--- src/verilog/rv_pkg.sv ---
`default_nettype none

package rv_pkg;

    localparam logic [6:0] op_reg    = 7'b0110011;
    localparam logic [6:0] op_imm    = 7'b0010011;
    localparam logic [6:0] op_load   = 7'b0000011;
    localparam logic [6:0] op_store  = 7'b0100011;
    localparam logic [6:0] op_branch = 7'b1100011;
    localparam logic [6:0] op_jal    = 7'b1101111;

    typedef struct packed {
        logic [6:0] funct7;
        logic [4:0] rs2;
        logic [4:0] rs1;
        logic [2:0] funct3;
        logic [4:0] rd;
        logic [6:0] opcode;
    } r_fmt_t;

    typedef struct packed {
        logic [11:0] imm;
        logic [4:0]  rs1;
        logic [2:0]  funct3;
        logic [4:0]  rd;
        logic [6:0]  opcode;
    } i_fmt_t;

    typedef struct packed {
        logic [6:0] imm_hi;
        logic [4:0] rs2;
        logic [4:0] rs1;
        logic [2:0] funct3;
        logic [4:0] imm_lo;
        logic [6:0] opcode;
    } s_fmt_t;

    // Branch offset bits as scattered by the encoding
    typedef struct packed {
        logic       imm12;
        logic [5:0] imm10_5;
        logic [4:0] rs2;
        logic [4:0] rs1;
        logic [2:0] funct3;
        logic [3:0] imm4_1;
        logic       imm11;
        logic [6:0] opcode;
    } b_fmt_t;

    typedef struct packed {
        logic       imm20;
        logic [9:0] imm10_1;
        logic       imm11;
        logic [7:0] imm19_12;
        logic [4:0] rd;
        logic [6:0] opcode;
    } j_fmt_t;

    typedef union packed {
        r_fmt_t r_fmt;
        i_fmt_t i_fmt;
        s_fmt_t s_fmt;
        b_fmt_t b_fmt;
        j_fmt_t j_fmt;
    } rv_instr_t;

    typedef enum logic [2:0] {
        alu_add,
        alu_sub,
        alu_and,
        alu_or,
        alu_xor
    } alu_op_t;

    typedef enum logic [1:0] {
        fwd_none,
        fwd_mem,
        fwd_wb
    } fwd_sel_t;

    typedef struct packed {
        logic [31:0] pc;
        logic [31:0] pc4;
        rv_instr_t   instr;
        logic        valid;
    } if_id_t;

    typedef struct packed {
        logic [31:0] pc;
        logic [31:0] pc4;
        logic [31:0] rs1_val;
        logic [31:0] rs2_val;
        logic [31:0] imm;
        logic [4:0]  rs1;
        logic [4:0]  rs2;
        logic [4:0]  rd;
        alu_op_t     alu_op;
        logic        uses_imm;
        logic        is_load;
        logic        is_store;
        logic        is_branch;
        logic        branch_ne;
        logic        is_jal;
        logic        reg_write;
    } id_ex_t;

    typedef struct packed {
        logic [31:0] pc4;
        logic [31:0] result;
        logic [31:0] store_data;
        logic [4:0]  rd;
        logic        is_load;
        logic        is_store;
        logic        is_jal;
        logic        reg_write;
    } ex_mem_t;

    typedef struct packed {
        logic [31:0] wb_value;
        logic [4:0]  rd;
        logic        reg_write;
    } mem_wb_t;

    typedef struct packed {
        logic [4:0]  rd;
        logic [31:0] value;
        logic        write;
    } wb_t;

endpackage

`default_nettype wire

--- src/verilog/rv_core.sv ---
`default_nettype none

module rv_core import rv_pkg::*; (
    input  logic        clk,
    input  logic        rst,

    // Instruction memory
    output logic [31:0] imem_addr,
    input  logic [31:0] imem_rdata,
    input  logic        imem_ack_n,

    // Data memory
    output logic [31:0] dmem_addr,
    output logic [31:0] dmem_wdata,
    output logic        dmem_req,
    output logic        dmem_write,
    input  logic [31:0] dmem_rdata,
    input  logic        dmem_ack_n
);

    if_id_t      if_id;
    id_ex_t      id_ex;
    ex_mem_t     ex_mem;
    wb_t         wb;
    logic        freeze;
    logic        stall;
    logic        redirect;
    logic [31:0] redirect_pc;
    logic [4:0]  rs1;
    logic [4:0]  rs2;
    fwd_sel_t    fwd_a;
    fwd_sel_t    fwd_b;
    logic [31:0] mem_fwd_value;

    rv_fetch i_rv_fetch (
        .clk         (clk),
        .rst         (rst),
        .freeze      (freeze),
        .stall       (stall),
        .redirect    (redirect),
        .redirect_pc (redirect_pc),
        .imem_addr   (imem_addr),
        .imem_rdata  (imem_rdata),
        .if_id       (if_id)
    );

    rv_decode i_rv_decode (
        .clk      (clk),
        .rst      (rst),
        .freeze   (freeze),
        .stall    (stall),
        .redirect (redirect),
        .if_id    (if_id),
        .wb       (wb),
        .id_ex    (id_ex),
        .rs1      (rs1),
        .rs2      (rs2)
    );

    rv_hazard i_rv_hazard (
        .rs1        (rs1),
        .rs2        (rs2),
        .id_ex      (id_ex),
        .ex_mem     (ex_mem),
        .wb         (wb),
        .imem_ack_n (imem_ack_n),
        .dmem_ack_n (dmem_ack_n),
        .stall      (stall),
        .freeze     (freeze),
        .fwd_a      (fwd_a),
        .fwd_b      (fwd_b)
    );

    rv_execute i_rv_execute (
        .clk           (clk),
        .rst           (rst),
        .freeze        (freeze),
        .id_ex         (id_ex),
        .fwd_a         (fwd_a),
        .fwd_b         (fwd_b),
        .mem_fwd_value (mem_fwd_value),
        .wb            (wb),
        .redirect      (redirect),
        .redirect_pc   (redirect_pc),
        .ex_mem        (ex_mem)
    );

    rv_memory i_rv_memory (
        .clk           (clk),
        .rst           (rst),
        .freeze        (freeze),
        .ex_mem        (ex_mem),
        .dmem_addr     (dmem_addr),
        .dmem_wdata    (dmem_wdata),
        .dmem_req      (dmem_req),
        .dmem_write    (dmem_write),
        .dmem_rdata    (dmem_rdata),
        .dmem_ack_n    (dmem_ack_n),
        .mem_fwd_value (mem_fwd_value),
        .wb            (wb)
    );

endmodule

`default_nettype wire

--- src/verilog/rv_decode.sv ---
`default_nettype none

module rv_decode import rv_pkg::*; (
    input  logic       clk,
    input  logic       rst,
    input  logic       freeze,
    input  logic       stall,
    input  logic       redirect,
    input  if_id_t     if_id,
    input  wb_t        wb,
    output id_ex_t     id_ex,
    output logic [4:0] rs1,
    output logic [4:0] rs2
);

    logic [31:0] regs [32];
    rv_instr_t   instr;
    id_ex_t      id_next;
    logic        use_rs1;
    logic        use_rs2;

    assign instr = if_id.instr;

    // x0 reads zero, a write in this cycle passes straight through
    function automatic logic [31:0] read_reg(input logic [4:0] addr);
        if (addr == 5'd0) begin
            return 32'd0;
        end
        if (wb.write && wb.rd == addr) begin
            return wb.value;
        end
        return regs[addr];
    endfunction

    function automatic alu_op_t alu_of(input logic [2:0] funct3, input logic sub);
        case (funct3)
            3'b000:  return sub ? alu_sub : alu_add;
            3'b100:  return alu_xor;
            3'b110:  return alu_or;
            3'b111:  return alu_and;
            default: return alu_add;
        endcase
    endfunction

    always_ff @(posedge clk) begin
        if (wb.write && wb.rd != 5'd0) begin
            regs[wb.rd] <= wb.value;
        end
    end

    always_comb begin
        id_next = '0;
        id_next.pc = if_id.pc;
        id_next.pc4 = if_id.pc4;
        id_next.rd = instr.r_fmt.rd;
        id_next.alu_op = alu_add;
        use_rs1 = 1'b0;
        use_rs2 = 1'b0;
        if (if_id.valid) begin
            case (instr.r_fmt.opcode)
                op_reg: begin
                    use_rs1 = 1'b1;
                    use_rs2 = 1'b1;
                    id_next.reg_write = 1'b1;
                    id_next.alu_op = alu_of(instr.r_fmt.funct3, instr.r_fmt.funct7[5]);
                end
                op_imm: begin
                    use_rs1 = 1'b1;
                    id_next.uses_imm = 1'b1;
                    id_next.reg_write = 1'b1;
                    id_next.imm = {{20{instr.i_fmt.imm[11]}}, instr.i_fmt.imm};
                    id_next.alu_op = alu_of(instr.i_fmt.funct3, 1'b0);
                end
                op_load: begin
                    use_rs1 = 1'b1;
                    id_next.uses_imm = 1'b1;
                    id_next.is_load = 1'b1;
                    id_next.reg_write = 1'b1;
                    id_next.imm = {{20{instr.i_fmt.imm[11]}}, instr.i_fmt.imm};
                end
                op_store: begin
                    use_rs1 = 1'b1;
                    use_rs2 = 1'b1;
                    id_next.uses_imm = 1'b1;
                    id_next.is_store = 1'b1;
                    id_next.imm = {{20{instr.s_fmt.imm_hi[6]}}, instr.s_fmt.imm_hi,
                                   instr.s_fmt.imm_lo};
                end
                op_branch: begin
                    use_rs1 = 1'b1;
                    use_rs2 = 1'b1;
                    id_next.is_branch = 1'b1;
                    id_next.branch_ne = instr.b_fmt.funct3[0];
                    id_next.imm = {{19{instr.b_fmt.imm12}}, instr.b_fmt.imm12,
                                   instr.b_fmt.imm11, instr.b_fmt.imm10_5,
                                   instr.b_fmt.imm4_1, 1'b0};
                end
                op_jal: begin
                    id_next.is_jal = 1'b1;
                    id_next.reg_write = 1'b1;
                    id_next.imm = {{11{instr.j_fmt.imm20}}, instr.j_fmt.imm20,
                                   instr.j_fmt.imm19_12, instr.j_fmt.imm11,
                                   instr.j_fmt.imm10_1, 1'b0};
                end
                default: ;
            endcase
        end
        // Unused sources read as x0 so they never match a hazard
        rs1 = use_rs1 ? instr.r_fmt.rs1 : 5'd0;
        rs2 = use_rs2 ? instr.r_fmt.rs2 : 5'd0;
        id_next.rs1 = rs1;
        id_next.rs2 = rs2;
        id_next.rs1_val = read_reg(rs1);
        id_next.rs2_val = read_reg(rs2);
    end

    always_ff @(posedge clk) begin
        if (rst || !freeze) begin
            id_ex <= id_next;
            // Bubble into execute
            if (rst || stall || redirect) begin
                id_ex.is_load <= 1'b0;
                id_ex.is_store <= 1'b0;
                id_ex.is_branch <= 1'b0;
                id_ex.is_jal <= 1'b0;
                id_ex.reg_write <= 1'b0;
            end
        end
    end

endmodule

`default_nettype wire

--- src/verilog/rv_execute.sv ---
`default_nettype none

module rv_execute import rv_pkg::*; (
    input  logic        clk,
    input  logic        rst,
    input  logic        freeze,
    input  id_ex_t      id_ex,
    input  fwd_sel_t    fwd_a,
    input  fwd_sel_t    fwd_b,
    input  logic [31:0] mem_fwd_value,
    input  wb_t         wb,
    output logic        redirect,
    output logic [31:0] redirect_pc,
    output ex_mem_t     ex_mem
);

    logic [31:0] op_a;
    logic [31:0] op_b;
    logic [31:0] alu_b;
    logic [31:0] result;
    logic        taken;

    function automatic logic [31:0] pick(input fwd_sel_t sel, input logic [31:0] reg_val);
        case (sel)
            fwd_mem: return mem_fwd_value;
            fwd_wb:  return wb.value;
            default: return reg_val;
        endcase
    endfunction

    always_comb begin
        op_a = pick(fwd_a, id_ex.rs1_val);
        op_b = pick(fwd_b, id_ex.rs2_val);
        alu_b = id_ex.uses_imm ? id_ex.imm : op_b;
        case (id_ex.alu_op)
            alu_sub: result = op_a - alu_b;
            alu_and: result = op_a & alu_b;
            alu_or:  result = op_a | alu_b;
            alu_xor: result = op_a ^ alu_b;
            default: result = op_a + alu_b;
        endcase
    end

    // BEQ and BNE compare the register operands
    assign taken = id_ex.is_branch && ((op_a == op_b) != id_ex.branch_ne);
    assign redirect = taken || id_ex.is_jal;
    assign redirect_pc = id_ex.pc + id_ex.imm;

    always_ff @(posedge clk) begin
        if (rst) begin
            ex_mem.is_load <= 1'b0;
            ex_mem.is_store <= 1'b0;
            ex_mem.is_jal <= 1'b0;
            ex_mem.reg_write <= 1'b0;
        end else if (!freeze) begin
            ex_mem.pc4 <= id_ex.pc4;
            ex_mem.result <= result;
            ex_mem.store_data <= op_b;
            ex_mem.rd <= id_ex.rd;
            ex_mem.is_load <= id_ex.is_load;
            ex_mem.is_store <= id_ex.is_store;
            ex_mem.is_jal <= id_ex.is_jal;
            ex_mem.reg_write <= id_ex.reg_write;
        end
    end

endmodule

`default_nettype wire

--- src/verilog/rv_fetch.sv ---
`default_nettype none

module rv_fetch import rv_pkg::*; (
    input  logic        clk,
    input  logic        rst,
    input  logic        freeze,
    input  logic        stall,
    input  logic        redirect,
    input  logic [31:0] redirect_pc,
    output logic [31:0] imem_addr,
    input  rv_instr_t   imem_rdata,
    output if_id_t      if_id
);

    logic [31:0] pc;
    logic [31:0] pc4;

    assign pc4 = pc + 32'd4;
    // Instruction bus reads the current PC every cycle
    assign imem_addr = pc;

    always_ff @(posedge clk) begin
        if (rst) begin
            pc <= 32'd0;
            if_id.valid <= 1'b0;
        end else if (!freeze) begin
            if (redirect) begin
                pc <= redirect_pc;
                // Squash the word fetched down the wrong path
                if_id.valid <= 1'b0;
            end else if (!stall) begin
                pc <= pc4;
                if_id.pc <= pc;
                if_id.pc4 <= pc4;
                if_id.instr <= imem_rdata;
                if_id.valid <= 1'b1;
            end
        end
    end

endmodule

`default_nettype wire

--- src/verilog/rv_hazard.sv ---
`default_nettype none

module rv_hazard import rv_pkg::*; (
    input  logic [4:0] rs1,
    input  logic [4:0] rs2,
    input  id_ex_t     id_ex,
    input  ex_mem_t    ex_mem,
    input  wb_t        wb,
    input  logic       imem_ack_n,
    input  logic       dmem_ack_n,
    output logic       stall,
    output logic       freeze,
    output fwd_sel_t   fwd_a,
    output fwd_sel_t   fwd_b
);

    // Youngest producer wins
    function automatic fwd_sel_t select(input logic [4:0] src);
        if (ex_mem.reg_write && ex_mem.rd != 5'd0 && ex_mem.rd == src) begin
            return fwd_mem;
        end
        if (wb.write && wb.rd != 5'd0 && wb.rd == src) begin
            return fwd_wb;
        end
        return fwd_none;
    endfunction

    always_comb begin
        fwd_a = select(id_ex.rs1);
        fwd_b = select(id_ex.rs2);
    end

    // Load data is only ready once the load leaves memory
    assign stall = id_ex.is_load && id_ex.rd != 5'd0 &&
                   (id_ex.rd == rs1 || id_ex.rd == rs2);

    assign freeze = imem_ack_n || dmem_ack_n;

endmodule

`default_nettype wire

--- src/verilog/rv_memory.sv ---
`default_nettype none

module rv_memory import rv_pkg::*; (
    input  logic        clk,
    input  logic        rst,
    input  logic        freeze,
    input  ex_mem_t     ex_mem,
    output logic [31:0] dmem_addr,
    output logic [31:0] dmem_wdata,
    output logic        dmem_req,
    output logic        dmem_write,
    input  logic [31:0] dmem_rdata,
    input  logic        dmem_ack_n,
    output logic [31:0] mem_fwd_value,
    output wb_t         wb
);

    mem_wb_t     mem_wb;
    logic        mem_done;
    logic [31:0] load_hold;
    logic [31:0] load_value;

    // Access finished but the other bus still holds the pipeline
    always_ff @(posedge clk) begin
        if (rst || !freeze) begin
            mem_done <= 1'b0;
        end else if (dmem_req && !dmem_ack_n) begin
            mem_done <= 1'b1;
        end
    end

    always_ff @(posedge clk) begin
        if (dmem_req && !dmem_ack_n) begin
            load_hold <= dmem_rdata;
        end
    end

    assign dmem_addr = ex_mem.result;
    assign dmem_wdata = ex_mem.store_data;
    assign dmem_req = (ex_mem.is_load || ex_mem.is_store) && !mem_done;
    assign dmem_write = ex_mem.is_store && !mem_done;

    assign load_value = mem_done ? load_hold : dmem_rdata;
    assign mem_fwd_value = ex_mem.is_jal ? ex_mem.pc4 : ex_mem.result;

    always_ff @(posedge clk) begin
        if (rst) begin
            mem_wb.reg_write <= 1'b0;
        end else if (!freeze) begin
            mem_wb.wb_value <= ex_mem.is_load ? load_value : mem_fwd_value;
            mem_wb.rd <= ex_mem.rd;
            mem_wb.reg_write <= ex_mem.reg_write;
        end
    end

    assign wb.rd = mem_wb.rd;
    assign wb.value = mem_wb.wb_value;
    assign wb.write = mem_wb.reg_write;

endmodule

`default_nettype wire

--- config.mk ---
export PLATFORM = sky130hd
export DESIGN_NAME = rv_core
export DESIGN_NICKNAME = d
export VERILOG_FILES = /design/src/verilog/rv_pkg.sv /design/src/verilog/rv_core.sv /design/src/verilog/rv_decode.sv /design/src/verilog/rv_execute.sv /design/src/verilog/rv_fetch.sv /design/src/verilog/rv_hazard.sv /design/src/verilog/rv_memory.sv
export SDC_FILE = /design/constraint.sdc
export NUM_CORES = 2
export LEC_CHECK = 0
export ABC_AREA = 0
export BUFFER_PORTS_ARGS = -buffer_cell sky130_fd_sc_hd__buf_2
export CORE_MARGIN = 5
export CORE_UTILIZATION = 41
export CTS_BUF_LIST = sky130_fd_sc_hd__clkbuf_8
export DETAILED_ROUTE_END_ITERATION = 10
export HOLD_SLACK_MARGIN = 0.15
export SLEW_MARGIN = 20
export SYNTH_ARGS = -nofsm -noshare
export SYNTH_HDL_FRONTEND = slang
export SYNTH_SLANG_ARGS = --single-unit
--- constraint.sdc ---
create_clock -name clk -period 8.2 [get_ports clk]
set_clock_uncertainty 0.1 [all_clocks]
set_input_delay 0.82 -clock clk [delete_from_list [all_inputs] [get_ports clk]]
set_output_delay 0.82 -clock clk [all_outputs]
set_load 0.1 [all_outputs]
==> summary.md <==
| Metric | Value |
|---|---|
| Setup TNS | `0 ns` |
| Vias per std cell | `around 6.4` |
| Rows | `158` |
| Synthesis-to-layout area growth | `12.05%` |
| Slew Limit Fails | `0` |
| Most common cell after layout, fill and taps aside | `edfxtp_1` |
| # IOs | `166` |
| Crit end category | `register` |
| Initial DRC count | `between 7,000 and 8,000` |
| Initial Utilization | `just over 40%` |
| Min Tclk post-route | `7.460 ns` |
| Share of post-route cells with drive strength above 1 | `14.12%` |
| Setup repair bufs after CTS | `0` |
| TritonCTS buffer count | `about 280` |
| IR drop worst, VDD | `0.1370 mV` |
| Status | `completed` |
| Tightest Hold Check Type | `primary input to register` |
| Crit share post-route | `approximately nine tenths` |
| Antenna Nets Post-Route | `0` |
| Fill cells | `16,740` |
| Vias in the first global route | `57,360` |
| Final setup vio count | `0` |
| Largest net degree at the start of global routing | `127` |
| Ys async rst share | `0%` |
| Pwr Total | `between 0.015 and 0.02 W` |
| Synth cell types | `97` |
| Synthesis-stage register bit count | `between 1,000 and 1,500` |
| Critical Path Fanout Max | `16` |
| Cells after Synth | `6,414` |
| First-pass GRT wire length | `409.7 mm` |
| Die height | `~440 µm` |
| CTS tree | `done` |
| Number of synthesized flops with an enable pin | `about 1,500` |
| CTS root buffer | `clkbuf_8` |
| Post-CTS resize count | `0` |
| Worst Tran Pin Value | `roughly 1.2 ns` |
| Synth top area cells | `edfxtp_1 (57%), mux2i_1 (5.8%), o221ai_1 (3.1%)` |
| Total of max-cap violations | `0` |
| FF/Latch Area | `approximately 45,000 µm²` |
| CTS clk-pin slew, worst paths | `0.07 ns` |
| Leakage | `28.24 nW` |
| WP data required | `between 8 and 9 ns` |
| Port bufs | `around 170` |
| DP HPWL | `roughly 170 mm` |
| Multi-input gate area | `around 29,000 µm²` |
| Chip width | `roughly 440 µm` |
| Most frequent cells in the layout | `edfxtp_1 (1,460), nand2_1 (613), mux2i_1 (447)` |
| H-tree Lvls | `5` |
| Initial antenna violation count | `14` |
| Max-slew headroom | `19.13%` |
| Synth top area share | `a little under three fifths` |
| Drt pass-1 iters | `6` |
| Final Hold Violating Endpoints | `0` |
| Type of origin of the critical path | `register` |
| Fin nets | `6,777` |
| Wire per inst | `about 31 µm` |
| Register area share after synthesis | `between 50% and 60%` |
| Total GRT Usage | `between 20 and 30%` |
| Routed WL | `about 290 mm` |
| Die area | `195,600 µm²` |
| Leading area contributor after synthesis | `edfxtp_1` |
| Congestion Overflow GR | `0` |
| Max Buffers Root-to-Sink | `4` |
| Routed vias | `between 50,000 and 60,000` |
| Core area | `approximately 190,000 µm²` |
| WP data arrival | `8.12 ns` |
| DRC Markers | `0` |
| Clock sinks | `around 1,500` |
| Power Dens Cells | `approximately 190 nW/µm²` |
| Fmax | `134.0 MHz` |
| Mapped Area | `roughly 77,000 µm²` |
| Worst-Skew Late Latency | `roughly 1.1 ns` |
| Routability cong. | `between 0.9 and 1` |
| WS Path Type | `register to register` |
| Mean Syn Cell Area | `around 12 µm²` |
| RSZ-0062 raised after global routing | `no` |
| Synth warn | `0` |
| Dominant synthesized flop cell | `edfxtp_1` |
metrics by stage:
stage | cell area, µm² | util, % | hold slack [ns] | instances | setup slack, ns
6_report | 85820 | 46.23 | 0.2668 | 9246 | 0.7397
5_1_grt | 85810 | 46.23 | 0.2583 | 9242 | 0.3132
2_1_floorplan | 76710 | - | 0.3003 | 6445 | 0.3449
3_3_place_gp | 80160 | 43.18 | 0.3008 | 8701 | 0.9356
4_1_cts | 85770 | 46.20 | 0.1998 | 9236 | 0.8898
3_5_place_dp | 80160 | 43.18 | 0.3045 | 8701 | 0.9254
final cells by class:
type / instances / area share [%]
clock buffer: 291 / 4.667
timing repair buffer: 413 / 3.619
antenna: 8 / 0.02333
tap: 2480 / 3.616
inverter: 154 / 0.7173
multi-input combinational: 4223 / 34.26
sequential: 1499 / 52.00
clock inverter: 178 / 1.098
layer usage:
| metal | up-vias | GRT usage (%) | wire length, µm | part of all wire, % |
|---|---|---|---|---|
| met1 | 29410 | 38.65 | 115400 | 40 |
| met3 | 884 | 6.010 | 30430 | 11 |
| met2 | 3714 | 42.92 | 126600 | 44 |
| met5 | - | 0 | 12 | 0.0042 |
| li1 | 25170 | - | - | - |
| met4 | 2 | 14.30 | 16680 | 5.8 |
final timing paths:
| path | cells after the start | slack (ns) | from | to |
|---|---|---|---|---|
| max reg2reg | 25 | 0.74 | i_rv_memory.wb[36] | i_rv_execute.ex_mem[61] |
| min | 3 | 0.27 | rst | i_rv_fetch.imem_addr[1] |
| max | 25 | 0.74 | i_rv_memory.wb[36] | i_rv_execute.ex_mem[61] |
| min reg2reg | 0 | 0.30 | i_rv_fetch.if_id[93] | i_rv_decode.id_ex[181] |
state kept, by name, summed over array words and instances (netlist names):
signal / flops
i_rv_memory.load_hold: 32
i_rv_execute.ex_mem: 105
i_rv_fetch.if_id: 95
i_rv_fetch.imem_addr: 32
i_rv_decode.id_ex: 172
i_rv_memory.wb: 38
i_rv_decode.regs: 1024
i_rv_memory.mem_done: 1
logic make-up (layout without fill, tap and decap cells):
family / after synthesis / count (layout) / synth area share (%)
buffers and inverters: 723 / 1036 / 4.001
adder cells (fa/ha/maj): 137 / 137 / 2.258
AND/OR/NAND/NOR: 1325 / 1325 / 7.971
multiplexers: 609 / 609 / 8.237
AO/OA/AOI/OAI: 1903 / 1903 / 16.79
other: 1 / 40 / 0.004896
flip-flops: 1499 / 1499 / 58.26
XOR/XNOR: 217 / 217 / 2.482
cell usage after synthesis, drive strengths merged (65+ instances only):
cell / n
xnor2: 171
buf: 148
edfxtp: 1460
nand3: 133
nor2b: 76
o22ai: 76
a21oi: 403
o21ai: 473
mux2: 158
clkbuf: 421
ha: 135
nand2: 625
a211oi: 209
nor2: 214
mux2i: 451
a311oi: 99
a32oi: 65
inv: 150
o221ai: 273
critical path, cell delays in order (launching register included):
cell	delay, ns
edfxtp_1	0.58
or3_1	0.68
o311a_1	0.40
buf_4	0.22
nand2_4	0.27
mux2i_1	0.44
mux2i_1	0.21
mux2i_1	0.36
ha_1	0.30
nor2_1	0.08
xor2_1	0.18
ha_1	0.35
nor2b_1	0.15
o21ai_0	0.22
a21boi_0	0.18
o21ai_0	0.30
a21oi_1	0.16
o2111ai_1	0.21
and3_1	0.22
o221ai_1	0.16
o41ai_1	0.30
buf_4	0.22
o21ai_0	0.19
a311oi_1	0.37
xor2_1	0.18
o221ai_1	0.14
report_power, final:
group | switching [W] | internal (W) | total (W)
clock network | 0.00321 | 0.00352 | 0.00673
registers | 0.000105 | 0.00850 | 0.00861
logic | 0.000952 | 0.000420 | 0.00137
what timing repair did:
action / in CTS / in global routing
endpoints found under the setup margin: 0 / 0
hold endpoints to repair: 76 / 0
hold buffers: 66 / 0
(Power assumes the default switching activity.)
